--- src/exe_pkg.sv ---
package exe_pkg;

    // ==============================
    // widths
    // ==============================
    localparam int XLEN  = 32;   // data path
    localparam int NREG  = 32;   // architectural registers
    localparam int REG_W = 5;    // register index

    // ==============================
    // encodings
    // ==============================
    // alu ops, branch compares share the same field
    typedef enum logic [3:0] {
        ALU_ADD, ALU_SUB, ALU_AND, ALU_OR,
        ALU_XOR, ALU_SLL, ALU_SRL, ALU_SRA,
        ALU_SLT, ALU_SLTU, ALU_BEQ, ALU_BNE,
        ALU_BLT, ALU_BGE, ALU_BLTU, ALU_BGEU
    } alu_op_e;

    typedef enum logic [1:0] {
        RES_ALU = 2'd0,   // alu result
        RES_IMM = 2'd1,   // lui style
        RES_PC4 = 2'd2    // link value for jal/jalr
    } res_src_e;

    // ==============================
    // stage payloads
    // ==============================
    // decoded op as it arrives from decode
    typedef struct packed {
        logic              valid;
        alu_op_e           alu_op;
        logic [REG_W-1:0]  rs1_idx;
        logic [REG_W-1:0]  rs2_idx;
        logic              use_imm;
        logic [XLEN-1:0]   imm;
        logic [XLEN-1:0]   pc;
        logic [REG_W-1:0]  rd_idx;
        logic              reg_write;
        res_src_e          res_src;
        logic              is_branch;
        logic              is_jalr;
        logic              pred_taken;   // static predictor decision
        logic [XLEN-1:0]   pred_pc;      // where fetch went
    } uop_t;

    // op sitting in the dispatch->execute register, operands resolved
    typedef struct packed {
        logic              valid;
        alu_op_e           alu_op;
        logic [XLEN-1:0]   opa;
        logic [XLEN-1:0]   opb;
        logic [XLEN-1:0]   imm;
        logic [XLEN-1:0]   pc;
        logic [XLEN-1:0]   pc_plus4;
        logic [REG_W-1:0]  rd_idx;
        logic              reg_write;
        res_src_e          res_src;
        logic              is_branch;
        logic              is_jalr;
        logic              pred_taken;
    } exe_uop_t;

    // op sitting in the execute->writeback register
    typedef struct packed {
        logic              valid;
        logic [REG_W-1:0]  rd_idx;
        logic              reg_write;
        res_src_e          res_src;
        logic [XLEN-1:0]   alu_res;
        logic [XLEN-1:0]   imm;
        logic [XLEN-1:0]   pc_plus4;
    } wb_uop_t;

    typedef struct packed {
        logic              valid;
        logic [REG_W-1:0]  rd_idx;
        logic [XLEN-1:0]   data;
    } wb_port_t;

    typedef struct packed {
        logic              valid;
        logic [XLEN-1:0]   pc;
    } redir_t;

endpackage

--- src/dispatch_stage.sv ---
`timescale 1ns/10ps

module dispatch_stage
    import exe_pkg::*;
(
    input  logic              clk,
    input  logic              arst_n_i,
    input  logic              stall_i,
    input  logic              flush_i,
    input  uop_t              uop_i,
    output logic [REG_W-1:0]  rf_rs1_idx_o,
    output logic [REG_W-1:0]  rf_rs2_idx_o,
    input  logic [XLEN-1:0]   rf_rs1_data_i,
    input  logic [XLEN-1:0]   rf_rs2_data_i,
    input  wb_port_t          fwd_exe_i,
    input  wb_port_t          fwd_wb_i,
    output exe_uop_t          exe_uop_o
);

    logic [XLEN-1:0] rs1_val;
    logic [XLEN-1:0] rs2_val;
    exe_uop_t        op_d;
    exe_uop_t        op_q;     // payload, no reset
    logic            valid_q;

    // youngest producer wins: execute, then writeback, then the file
    function automatic logic [XLEN-1:0] pick_operand(
        input logic [REG_W-1:0] idx,
        input logic [XLEN-1:0]  rf_data,
        input wb_port_t         exe_fwd,
        input wb_port_t         wb_fwd
    );
        if (idx == '0)
            return '0;                                  // x0 hardwired
        if (exe_fwd.valid && (exe_fwd.rd_idx == idx))
            return exe_fwd.data;
        if (wb_fwd.valid && (wb_fwd.rd_idx == idx))
            return wb_fwd.data;
        return rf_data;
    endfunction

    assign rf_rs1_idx_o = uop_i.rs1_idx;
    assign rf_rs2_idx_o = uop_i.rs2_idx;

    assign rs1_val = pick_operand(uop_i.rs1_idx, rf_rs1_data_i, fwd_exe_i, fwd_wb_i);
    assign rs2_val = pick_operand(uop_i.rs2_idx, rf_rs2_data_i, fwd_exe_i, fwd_wb_i);

    // ==============================
    // build the execute op
    // ==============================
    always_comb begin
        op_d            = '0;
        op_d.valid      = uop_i.valid;
        op_d.alu_op     = uop_i.alu_op;
        op_d.opa        = rs1_val;
        // branches compare rs1/rs2 no matter what use_imm says
        op_d.opb        = (uop_i.use_imm && !uop_i.is_branch) ? uop_i.imm : rs2_val;
        op_d.imm        = uop_i.imm;
        op_d.pc         = uop_i.pc;
        op_d.pc_plus4   = uop_i.pc + XLEN'(4);
        op_d.rd_idx     = uop_i.rd_idx;
        op_d.reg_write  = uop_i.reg_write;
        op_d.res_src    = uop_i.res_src;
        op_d.is_branch  = uop_i.is_branch;
        op_d.is_jalr    = uop_i.is_jalr;
        op_d.pred_taken = uop_i.pred_taken;
    end

    // valid bit, flush beats stall
    always_ff @(posedge clk or negedge arst_n_i) begin
        if (!arst_n_i)
            valid_q <= 1'b0;
        else if (flush_i)
            valid_q <= 1'b0;
        else if (!stall_i)
            valid_q <= uop_i.valid;
    end

    always_ff @(posedge clk) begin
        if (!stall_i)
            op_q <= op_d;    // hold during stall
    end

    always_comb begin
        exe_uop_o       = op_q;
        exe_uop_o.valid = valid_q;
    end

endmodule

--- src/exe_alu.sv ---
`timescale 1ns/10ps

module exe_alu
    import exe_pkg::*;
(
    input  alu_op_e          alu_op_i,
    input  logic [XLEN-1:0]  opa_i,
    input  logic [XLEN-1:0]  opb_i,
    output logic [XLEN-1:0]  result_o,
    output logic             taken_o
);

    logic [4:0] shamt;
    logic       eq;
    logic       lt_s;
    logic       lt_u;

    assign shamt = opb_i[4:0];                      // only low 5 bits count
    assign eq    = (opa_i == opb_i);
    assign lt_s  = ($signed(opa_i) < $signed(opb_i));
    assign lt_u  = (opa_i < opb_i);

    // ==============================
    // datapath and compare
    // ==============================
    always_comb begin
        result_o = '0;
        taken_o  = 1'b0;
        unique case (alu_op_i)
            // arithmetic / logic
            ALU_ADD:  result_o = opa_i + opb_i;
            ALU_SUB:  result_o = opa_i - opb_i;
            ALU_AND:  result_o = opa_i & opb_i;
            ALU_OR:   result_o = opa_i | opb_i;
            ALU_XOR:  result_o = opa_i ^ opb_i;

            // shifts
            ALU_SLL:  result_o = opa_i << shamt;
            ALU_SRL:  result_o = opa_i >> shamt;
            ALU_SRA:  result_o = $unsigned($signed(opa_i) >>> shamt);

            // set less than
            ALU_SLT:  result_o = {{(XLEN-1){1'b0}}, lt_s};
            ALU_SLTU: result_o = {{(XLEN-1){1'b0}}, lt_u};

            // branch compares, result stays zero
            ALU_BEQ:  taken_o = eq;
            ALU_BNE:  taken_o = !eq;
            ALU_BLT:  taken_o = lt_s;
            ALU_BGE:  taken_o = !lt_s;
            ALU_BLTU: taken_o = lt_u;
            ALU_BGEU: taken_o = !lt_u;
        endcase
    end

endmodule

--- src/exe_stage.sv ---
`timescale 1ns/10ps

module exe_stage
    import exe_pkg::*;
(
    input  logic      clk,
    input  logic      arst_n_i,
    input  logic      stall_i,
    input  exe_uop_t  exe_uop_i,
    output redir_t    redir_o,
    output wb_port_t  fwd_exe_o,
    output wb_uop_t   wb_uop_o
);

    logic [XLEN-1:0] alu_res;
    logic            alu_taken;
    logic [XLEN-1:0] br_target;     // pc + imm
    logic [XLEN-1:0] exe_data;
    logic            writes_rd;
    wb_uop_t         wb_d;
    wb_uop_t         wb_q;          // payload only
    logic            valid_q;

    exe_alu u_alu (
        .alu_op_i (exe_uop_i.alu_op),
        .opa_i    (exe_uop_i.opa),
        .opb_i    (exe_uop_i.opb),
        .result_o (alu_res),
        .taken_o  (alu_taken)
    );

    assign br_target = exe_uop_i.pc + exe_uop_i.imm;

    // ==============================
    // redirect
    // ==============================
    always_comb begin
        redir_o = '0;
        if (exe_uop_i.valid) begin
            if (exe_uop_i.is_branch) begin
                if (alu_taken && !exe_uop_i.pred_taken) begin
                    redir_o.valid = 1'b1;              // missed a taken branch
                    redir_o.pc    = br_target;
                end else if (!alu_taken && exe_uop_i.pred_taken) begin
                    redir_o.valid = 1'b1;              // fall through after all
                    redir_o.pc    = exe_uop_i.pc_plus4;
                end
            end else if (exe_uop_i.is_jalr && !exe_uop_i.pred_taken) begin
                // rs1 + imm from the alu (add), bit 0 dropped
                redir_o.valid = 1'b1;
                redir_o.pc    = {alu_res[XLEN-1:1], 1'b0};
            end
        end
    end

    // ==============================
    // forward value and wb register
    // ==============================
    // branches never write, x0 writes are dropped here
    assign writes_rd = exe_uop_i.reg_write && !exe_uop_i.is_branch
                       && (exe_uop_i.rd_idx != '0);

    always_comb begin
        unique case (exe_uop_i.res_src)
            RES_IMM: exe_data = exe_uop_i.imm;
            RES_PC4: exe_data = exe_uop_i.pc_plus4;
            default: exe_data = alu_res;
        endcase
    end

    always_comb begin
        fwd_exe_o.valid  = exe_uop_i.valid && writes_rd;
        fwd_exe_o.rd_idx = exe_uop_i.rd_idx;
        fwd_exe_o.data   = exe_data;
    end

    always_comb begin
        wb_d.valid     = exe_uop_i.valid;
        wb_d.rd_idx    = exe_uop_i.rd_idx;
        wb_d.reg_write = writes_rd;
        wb_d.res_src   = exe_uop_i.res_src;
        wb_d.alu_res   = alu_res;
        wb_d.imm       = exe_uop_i.imm;
        wb_d.pc_plus4  = exe_uop_i.pc_plus4;
    end

    always_ff @(posedge clk or negedge arst_n_i) begin
        if (!arst_n_i)
            valid_q <= 1'b0;
        else if (!stall_i)
            valid_q <= exe_uop_i.valid;
    end

    always_ff @(posedge clk) begin
        if (!stall_i)
            wb_q <= wb_d;
    end

    always_comb begin
        wb_uop_o       = wb_q;
        wb_uop_o.valid = valid_q;
    end

endmodule

--- src/exe_top.sv ---
`timescale 1ns/10ps

module exe_top
    import exe_pkg::*;
(
    input  logic      clk,
    input  logic      arst_n_i,
    input  logic      stall_i,
    input  logic      flush_i,
    input  uop_t      uop_i,
    output redir_t    redir_o,
    output wb_port_t  wb_o
);

    // ==============================
    // stage links
    // ==============================
    exe_uop_t         exe_uop;
    wb_uop_t          wb_uop;
    wb_port_t         fwd_exe;      // bypass from execute
    logic [REG_W-1:0] rf_rs1_idx;
    logic [REG_W-1:0] rf_rs2_idx;
    logic [XLEN-1:0]  rf_rs1_data;
    logic [XLEN-1:0]  rf_rs2_data;

    dispatch_stage u_dispatch (
        .clk           (clk),
        .arst_n_i      (arst_n_i),
        .stall_i       (stall_i),
        .flush_i       (flush_i),
        .uop_i         (uop_i),
        .rf_rs1_idx_o  (rf_rs1_idx),
        .rf_rs2_idx_o  (rf_rs2_idx),
        .rf_rs1_data_i (rf_rs1_data),
        .rf_rs2_data_i (rf_rs2_data),
        .fwd_exe_i     (fwd_exe),
        .fwd_wb_i      (wb_o),         // writeback port doubles as bypass
        .exe_uop_o     (exe_uop)
    );

    exe_stage u_exe (
        .clk       (clk),
        .arst_n_i  (arst_n_i),
        .stall_i   (stall_i),
        .exe_uop_i (exe_uop),
        .redir_o   (redir_o),
        .fwd_exe_o (fwd_exe),
        .wb_uop_o  (wb_uop)
    );

    wb_regfile u_wb (
        .clk        (clk),
        .arst_n_i   (arst_n_i),
        .stall_i    (stall_i),
        .wb_uop_i   (wb_uop),
        .wb_o       (wb_o),
        .rs1_idx_i  (rf_rs1_idx),
        .rs2_idx_i  (rf_rs2_idx),
        .rs1_data_o (rf_rs1_data),
        .rs2_data_o (rf_rs2_data)
    );

endmodule

--- src/wb_regfile.sv ---
`timescale 1ns/10ps

module wb_regfile
    import exe_pkg::*;
(
    input  logic              clk,
    input  logic              arst_n_i,
    input  logic              stall_i,
    input  wb_uop_t           wb_uop_i,
    output wb_port_t          wb_o,
    input  logic [REG_W-1:0]  rs1_idx_i,
    input  logic [REG_W-1:0]  rs2_idx_i,
    output logic [XLEN-1:0]   rs1_data_o,
    output logic [XLEN-1:0]   rs2_data_o
);

    logic [XLEN-1:0] regs [NREG];
    logic [XLEN-1:0] wb_data;

    // ==============================
    // writeback select
    // ==============================
    always_comb begin
        unique case (wb_uop_i.res_src)
            RES_IMM: wb_data = wb_uop_i.imm;        // lui
            RES_PC4: wb_data = wb_uop_i.pc_plus4;   // link
            default: wb_data = wb_uop_i.alu_res;
        endcase
    end

    always_comb begin
        wb_o.valid  = wb_uop_i.valid && wb_uop_i.reg_write;
        wb_o.rd_idx = wb_uop_i.rd_idx;
        wb_o.data   = wb_data;
    end

    // ==============================
    // register file
    // ==============================
    always_ff @(posedge clk or negedge arst_n_i) begin
        if (!arst_n_i) begin
            for (int i = 0; i < NREG; i++)
                regs[i] <= '0;
        end else if (wb_o.valid && !stall_i && (wb_o.rd_idx != '0)) begin
            regs[wb_o.rd_idx] <= wb_o.data;
        end
    end

    // async reads, x0 never written so it stays zero
    assign rs1_data_o = regs[rs1_idx_i];
    assign rs2_data_o = regs[rs2_idx_i];

endmodule

--- config.mk ---
export PLATFORM = sky130hd
export DESIGN_NAME = exe_top
export DESIGN_NICKNAME = d
export VERILOG_FILES = /design/src/exe_pkg.sv /design/src/dispatch_stage.sv /design/src/exe_alu.sv /design/src/exe_stage.sv /design/src/exe_top.sv /design/src/wb_regfile.sv
export SDC_FILE = /design/constraint.sdc
export NUM_CORES = 2
export LEC_CHECK = 0
export ABC_AREA = 0
export BUFFER_PORTS_ARGS = -buffer_cell sky130_fd_sc_hd__buf_2
export CAP_MARGIN = 10
export CORE_AREA = 5 5 369 371
export DETAILED_ROUTE_END_ITERATION = 10
export DIE_AREA = 0 0 374 376
export PLACE_DENSITY = 0.73
export SLEW_MARGIN = 20
export SYNTH_ARGS = -nofsm -noshare
export SYNTH_HDL_FRONTEND = slang
export SYNTH_SLANG_ARGS = --single-unit
--- constraint.sdc ---
create_clock -name clk -period 5.05 [get_ports clk]
set_clock_uncertainty 0.05 [all_clocks]
set_input_delay 0.505 -clock clk [delete_from_list [all_inputs] [get_ports clk]]
set_output_delay 0.505 -clock clk [all_outputs]
set_load 0.01 [all_outputs]
# ---- Word-level counts from Yosys, hierarchy flattened
# Index checks and enable logic that the tools add are counted.
dict set report totals {
  reg_bits 1305
  input_bits 127
  output_inout_bits 71
  elab_cells 169
}
dict set report classes {
  n_addsub 4
  n_lt_le_gt_ge 6
  n_eq_ne 25
  shifts 3
  muxes 45
  bitwise_logic 6
  n_reduce_logical 28
}
# cell count
set op_table {}
lappend op_table {{$bwmux W1024} 1}
lappend op_table {{$mux W32} 18}
lappend op_table {{$bmux W32 S5} 2}
lappend op_table {{$pmux W32 S10} 1}
lappend op_table {{$mux W33} 5}
lappend op_table {{$demux W32 S5} 1}
lappend op_table {{$pmux W32 S2} 2}
lappend op_table {{$add A32 B32 Y32} 2}
lappend op_table {{$lt A32 B32 Y1} 2}
lappend op_table {{$add A32 B3 Y32 const B} 1}
lappend op_table {{$and A32 B32 Y32} 1}
lappend op_table {{$eq A32 B32 Y1} 1}
lappend op_table {{$eq A4 B4 Y1 const B} 8}
lappend op_table {{$or A32 B32 Y32} 1}
lappend op_table {{$shl A32 B5 Y32} 1}
lappend op_table {{$shr A32 B5 Y32} 1}
lappend op_table {{$sshr A32 B5 Y32} 1}
lappend op_table {{$sub A32 B32 Y32} 1}
lappend op_table {{$xor A32 B32 Y32} 1}
lappend op_table {{$eq A5 B5 Y1} 4}
lappend op_table {{$ge A6 B6 Y1 const B} 3}
lappend op_table {{$not A5 Y6} 3}
lappend op_table {{$eq A4 B3 Y1 const B} 4}
lappend op_table {{$logic_and A1 B1 Y1} 15}
lappend op_table {{other kinds (12)} 37}

# ---- Longest topological paths before layout
dict set report depth {
  ltp_word 13
  ltp_mapped 22
  depth_no_buf 19
}

# ---- Hierarchy
# Synthesis repeated with hierarchy kept, for this count alone.
dict set report hier_totals {
  hier_cells 8334
  hier_area_um2 76850.0
}
# mod instances cells_per_inst area_each_um2 seq_area_each_um2
set by_module_without_submodules {}
lappend by_module_without_submodules {wb_regfile 1 5841 53985.5 25624.6}
lappend by_module_without_submodules {exe_alu 1 1327 8558.2 0.0}
lappend by_module_without_submodules {dispatch_stage 1 554 8003.9 5220.0}
lappend by_module_without_submodules {exe_stage 1 612 6302.3 3148.0}

# ---- Worst setup path after synthesis
# No wires, ideal clock.
dict set report synth_timing {
  path_kind {in2reg}
  start {input port stall_i}
  end {register u_wb.regs[789] (netlist name)}
  setup_time_ns 0.133
  arrival_ns 7.871
  required_ns 4.867
  setup_slack_ns -3.004
  path_stages 7
  path_buffers 1
  cell_sequence {inv_1 -> nand3_1 -> nor3_1 -> nand3_1 -> clkbuf_1 -> nand2_1 -> o21ai_0}
}
dict set report synth_via {
  elab_chain_cells 3
}
# element line_no
set synth_rtl {}
lappend synth_rtl {{start: declaration} exe_top.sv:8} ;# input logic stall_i,
lappend synth_rtl {{$logic_not A1 Y1} wb_regfile.sv:44} ;# end else if (wb_o.valid && !stall_i && (wb_o.rd_idx != '0)) begin
lappend synth_rtl {{$logic_and A1 B1 Y1 (2 in a row)} wb_regfile.sv:44}
lappend synth_rtl {{end signal: indexed assignment} wb_regfile.sv:45} ;# regs[wb_o.rd_idx] <= wb_o.data;
lappend synth_rtl {{end: declaration} wb_regfile.sv:17} ;# logic [XLEN-1:0] regs [NREG];
# No other way between the ends.
# A chain may end at the register's enable or synchronous reset.

==> impl_results.html <==
<table>
<tr><th>Metric</th><th>Value</th></tr>
<tr><th colspan="2">Critical path</th></tr>
<tr><td>Element type at the critical path start</td><td>flop</td></tr>
<tr><td>Data required time at the worst endpoint</td><td>4.49 ns</td></tr>
<tr><td>Biggest fanout along the worst timing path</td><td>3</td></tr>
<tr><td>CP Data Arrival Time</td><td>5.08 ns</td></tr>
<tr><td>Critical path start-end classification</td><td>reg2out</td></tr>
<tr><td>CP Capture Type</td><td>output pin</td></tr>
<tr><th colspan="2">Clocking</th></tr>
<tr><td>Clock latency on the worst-skew pair</td><td>0.81 ns</td></tr>
<tr><td>Post-CTS clock slew at the launch and capture registers of the worst setup and hold paths</td><td>0.06 ns</td></tr>
<tr><td>Maximum clock insertion buffer count</td><td>3</td></tr>
<tr><td>Clock Sink Count</td><td>1303</td></tr>
<tr><td>TritonCTS clock tree</td><td>built</td></tr>
<tr><td>CTS Root Cell</td><td>sky130_fd_sc_hd__clkbuf_16</td></tr>
<tr><td>CTS H-tree lvls</td><td>4</td></tr>
<tr><td>Number of buffers added by the clock tree synthesis step</td><td>143</td></tr>
<tr><th colspan="2">Timing</th></tr>
<tr><td>Crit share post-route</td><td>1.12</td></tr>
<tr><td>Final hold violation count</td><td>0</td></tr>
<tr><td>Setup TNS</td><td>-14.91 ns</td></tr>
<tr><td>Worst max-slew margin expressed relative to the limit</td><td>0.201</td></tr>
<tr><td>Final number of max-transition violations</td><td>0</td></tr>
<tr><td>Count of endpoints failing setup in the final report</td><td>32</td></tr>
<tr><td>Slack of the critical path</td><td>-0.583 ns</td></tr>
<tr><td>Max Freq</td><td>178 MHz</td></tr>
<tr><td>Time the final worst path needs with I/O delays and setup</td><td>5.63 ns</td></tr>
<tr><td>Transition time at the pin with the least slew margin</td><td>1.20 ns</td></tr>
<tr><td>Unrepaired setup endpoints after global routing</td><td>true</td></tr>
<tr><th colspan="2">Global routing</th></tr>
<tr><td>Initial antenna violation count</td><td>27</td></tr>
<tr><td>Aggregate global routing overflow</td><td>0</td></tr>
<tr><td>Overall routing resource usage</td><td>0.400</td></tr>
<tr><td>Vias in the first global route</td><td>61.5k</td></tr>
<tr><td>Global-route wire length before repair</td><td>413000 um</td></tr>
<tr><td>Largest net degree at the start of global routing</td><td>166</td></tr>
<tr><th colspan="2">Worst hold path</th></tr>
<tr><td>Hold Path Class</td><td>in2async</td></tr>
<tr><th colspan="2">Yosys</th></tr>
<tr><td>Proportion of register bits with asynchronous set or reset after synthesis</td><td>0.787</td></tr>
<tr><td>Synthesized cell area</td><td>74900 um2</td></tr>
<tr><td>Post-synthesis cell type count</td><td>86</td></tr>
<tr><td>Number of warning messages in the yosys log</td><td>0</td></tr>
<tr><td>Synthesized area per cell</td><td>11.0 um2</td></tr>
<tr><td>Largest cells by area after synthesis</td><td>sky130_fd_sc_hd__dfrtp_1, sky130_fd_sc_hd__mux4_2, sky130_fd_sc_hd__edfxtp_1</td></tr>
<tr><td>Portion of synthesized cell area occupied by the leading cell type</td><td>0.343</td></tr>
<tr><td>Mapped Nets</td><td>7082</td></tr>
<tr><td>Number of flops mapped to enable cells by yosys</td><td>277</td></tr>
<tr><td>Cell types with the highest counts after synthesis</td><td>sky130_fd_sc_hd__nand2_1, sky130_fd_sc_hd__o21ai_0, sky130_fd_sc_hd__dfrtp_1</td></tr>
<tr><td>Part of the Yosys area used for sequential elements</td><td>0.454</td></tr>
<tr><td>Library cell with the largest summed area after synthesis</td><td>sky130_fd_sc_hd__dfrtp_1</td></tr>
<tr><td>Count of mapped cells out of synthesis</td><td>6814</td></tr>
<tr><td>Primary FF master, synth</td><td>sky130_fd_sc_hd__dfrtp_1</td></tr>
<tr><td>Synthesized flop and latch total</td><td>1303</td></tr>
<tr><td>Most repeated cell in the gate-level netlist after synthesis</td><td>sky130_fd_sc_hd__nand2_1</td></tr>
<tr><th colspan="2">Cells and area</th></tr>
<tr><td>Area used by multi-input combinational logic</td><td>38700 um2</td></tr>
<tr><td>Number of fill cells in the layout</td><td>10.0k</td></tr>
<tr><td>Final standard cell utilization of the core</td><td>0.643</td></tr>
<tr><td>Final Net Count</td><td>7184</td></tr>
<tr><td>Area added between synthesis and finish</td><td>13.9%</td></tr>
<tr><td>Count of non-filler cells in the finished layout</td><td>8810</td></tr>
<tr><td>Register Area</td><td>34000 um2</td></tr>
<tr><td>Share of final-layout standard cells stronger than drive strength 1</td><td>0.230</td></tr>
<tr><th colspan="2">Floorplanning</th></tr>
<tr><td>Initial cell density of the core</td><td>0.565</td></tr>
<tr><td>Top-level I/O count</td><td>198</td></tr>
<tr><td>Die outline height</td><td>376 um</td></tr>
<tr><td>Standard cell core area</td><td>133000 um2</td></tr>
<tr><td>Total Die Area</td><td>141000 um2</td></tr>
<tr><td>Site Rows</td><td>134</td></tr>
<tr><td>Die outline width</td><td>374 um</td></tr>
<tr><th colspan="2">Placed design</th></tr>
<tr><td>Placed cell count</td><td>8441</td></tr>
<tr><td>Dpl ws</td><td>0.0186 ns</td></tr>
<tr><td>GP Congestion</td><td>1.03</td></tr>
<tr><td>Port Buffer Count</td><td>165</td></tr>
<tr><td>Final HPWL DP</td><td>186000 um</td></tr>
<tr><th colspan="2">Route</th></tr>
<tr><td>DR iter-0 viols</td><td>8943</td></tr>
<tr><td>Total via count in the routed design</td><td>61.4k</td></tr>
<tr><td>Number of detailed-routing iterations run before antenna repair</td><td>6</td></tr>
<tr><td>Final antenna-violating net count</td><td>0</td></tr>
<tr><td>Average detailed-routed wire length per instance</td><td>32.0 um</td></tr>
<tr><td>Detail-routed via count per cell</td><td>6.97</td></tr>
<tr><td>Post-route DRC violation count</td><td>0</td></tr>
<tr><td>DRT Wirelength</td><td>282000 um</td></tr>
<tr><th colspan="2">Power and ir drop</th></tr>
<tr><td>Worst vdd rail ir drop</td><td>0.320 mV</td></tr>
<tr><td>Power per unit of standard cell area</td><td>312 nW/um2</td></tr>
<tr><td>Standby leakage power</td><td>35.6 nW</td></tr>
<tr><td>Final Total Pwr</td><td>26.6 mW</td></tr>
<tr><th colspan="2">Run</th></tr>
<tr><td>MaxCap Viol Count</td><td>0</td></tr>
<tr><th colspan="2">Status</th></tr>
<tr><td>Failing checks</td><td>negative setup slack</td></tr>
<tr><td>Status</td><td>finished with violations</td></tr>
</table>
[per-stage QoR]
| step | instance area (um2) | hold WS [ns] |
|---|---|---|
| finish | 85300 | 0.303 |
| global route | 85300 | 0.358 |
| global placement | 79100 | 0.327 |
| detailed placement | 79100 | 0.336 |
| CTS | 85100 | 0.335 |
| floorplan | 75000 | 0.159 |
[flip-flops by register name, summed over array words and instances (netlist names)]
| signal | cells |
|---|---|
| u_dispatch.exe_uop_o | 173 |
| u_exe.valid_q | 1 |
| u_exe.wb_uop_o | 104 |
| u_wb.regs | 1024 |
| u_dispatch.valid_q | 1 |
[metal layers]
metal	up-vias	wire, um	global-route usage
met5	-	27	0
met4	4	18300	0.212
met3	990	33600	0.120
met2	4100	128000	0.614
met1	30826	102000	0.518
li1	25503	-	-
[what timing repair did]
action	4_1_cts	5_1_grt
endpoints found under the hold margin	199	0
hold buffers	83	0
setup buffers	9	7
gates cloned	2	0
setup endpoints to repair	33	33
pin swaps	24	18
gates resized for setup	52	36
[report_power, final]
part	internal (mW)	switching, mW
Combinational	1.51	2.80
Sequential	11.2	0.307
Clock	6.29	4.51
Total	19.0	7.62
[kinds of logic after synthesis]
group                      count (synthesis)  share of synthesized area
and+or+nand+nor                         1765                     0.0975
muxes                                    838                      0.229
xor gates and xnor gates                  85                    0.00994
buffers and inverters                    821                     0.0420
adders and majority gates                141                     0.0238
DFF                                     1303                      0.454
AOI/OAI and AO/OA                       1861                      0.145
[worst paths after layout]
check	slack, ns	cells after the start	to	start
max reg2reg	0.51	14	u_dispatch.exe_uop_o[164]	u_dispatch.exe_uop_o[115]
min in group clk	0.35	0	u_wb.regs[994]	u_wb.regs[994]
min	0.30	2	u_wb.regs[738]	arst_n_i
max in group asynchronous	3.24	3	u_wb.regs[72]	arst_n_i
min reg2reg	0.35	0	u_wb.regs[994]	u_wb.regs[994]
max	-0.58	14	redir_o[29]	u_dispatch.exe_uop_o[115]
[critical path, cell delays in order (launching register included)]
cell	delay (ns)
sky130_fd_sc_hd__edfxtp_1	0.41
sky130_fd_sc_hd__inv_2	0.11
sky130_fd_sc_hd__ha_4	0.21
sky130_fd_sc_hd__or4_4	0.54
sky130_fd_sc_hd__buf_4	0.15
sky130_fd_sc_hd__or3_2	0.52
sky130_fd_sc_hd__a21oi_1	0.28
sky130_fd_sc_hd__o211ai_1	0.26
sky130_fd_sc_hd__a31oi_2	0.40
sky130_fd_sc_hd__a2111oi_0	0.23
sky130_fd_sc_hd__a2111oi_0	0.46
sky130_fd_sc_hd__nor2_1	0.21
sky130_fd_sc_hd__a211oi_2	0.22
sky130_fd_sc_hd__buf_4	0.17
sky130_fd_sc_hd__buf_6	0.10
[cell usage in the layout, fill, tap and decap left out, drive strengths merged, types with 15 or more instances in the layout]
cell type / synthesis / final
ha: 138 / 138
o31ai: 28 / 28
nor3: 62 / 62
mux4: 697 / 697
nand3: 80 / 80
nand2: 1169 / 1169
mux2i: 129 / 129
o221ai: 16 / 16
and3: 24 / 24
xnor2: 48 / 48
a22oi: 70 / 70
clkinv: 1 / 35
inv: 163 / 167
or3: 20 / 20
a211oi: 64 / 64
nor4: 21 / 21
o211ai: 35 / 35
a221oi: 44 / 44
dfrtp: 1026 / 1026
a31oi: 19 / 19
nor2b: 24 / 24
o21a: 21 / 21
a211o: 16 / 16
nor2: 280 / 280
o22ai: 15 / 15
edfxtp: 277 / 277
xor2: 37 / 37
a221o: 29 / 29
a21o: 23 / 23
buf: 113 / 531
a21oi: 243 / 243
nand2b: 19 / 19
dlygate4sd3: 0 / 83
o21ai: 1133 / 1133
clkbuf: 544 / 208
[layout make-up]
cell class | instances | share of cell area
Multi-Input combinational cell | 4690 | 0.453
Sequential cell | 1303 | 0.398
Timing Repair Buffer | 614 | 0.0584
Clock buffer | 208 | 0.0495
Tap cell | 1768 | 0.0259
Inverter | 164 | 0.00729
Clock inverter | 50 | 0.00688
Antenna cell | 13 | 0.000381
Power figures use the tool's default switching activity.
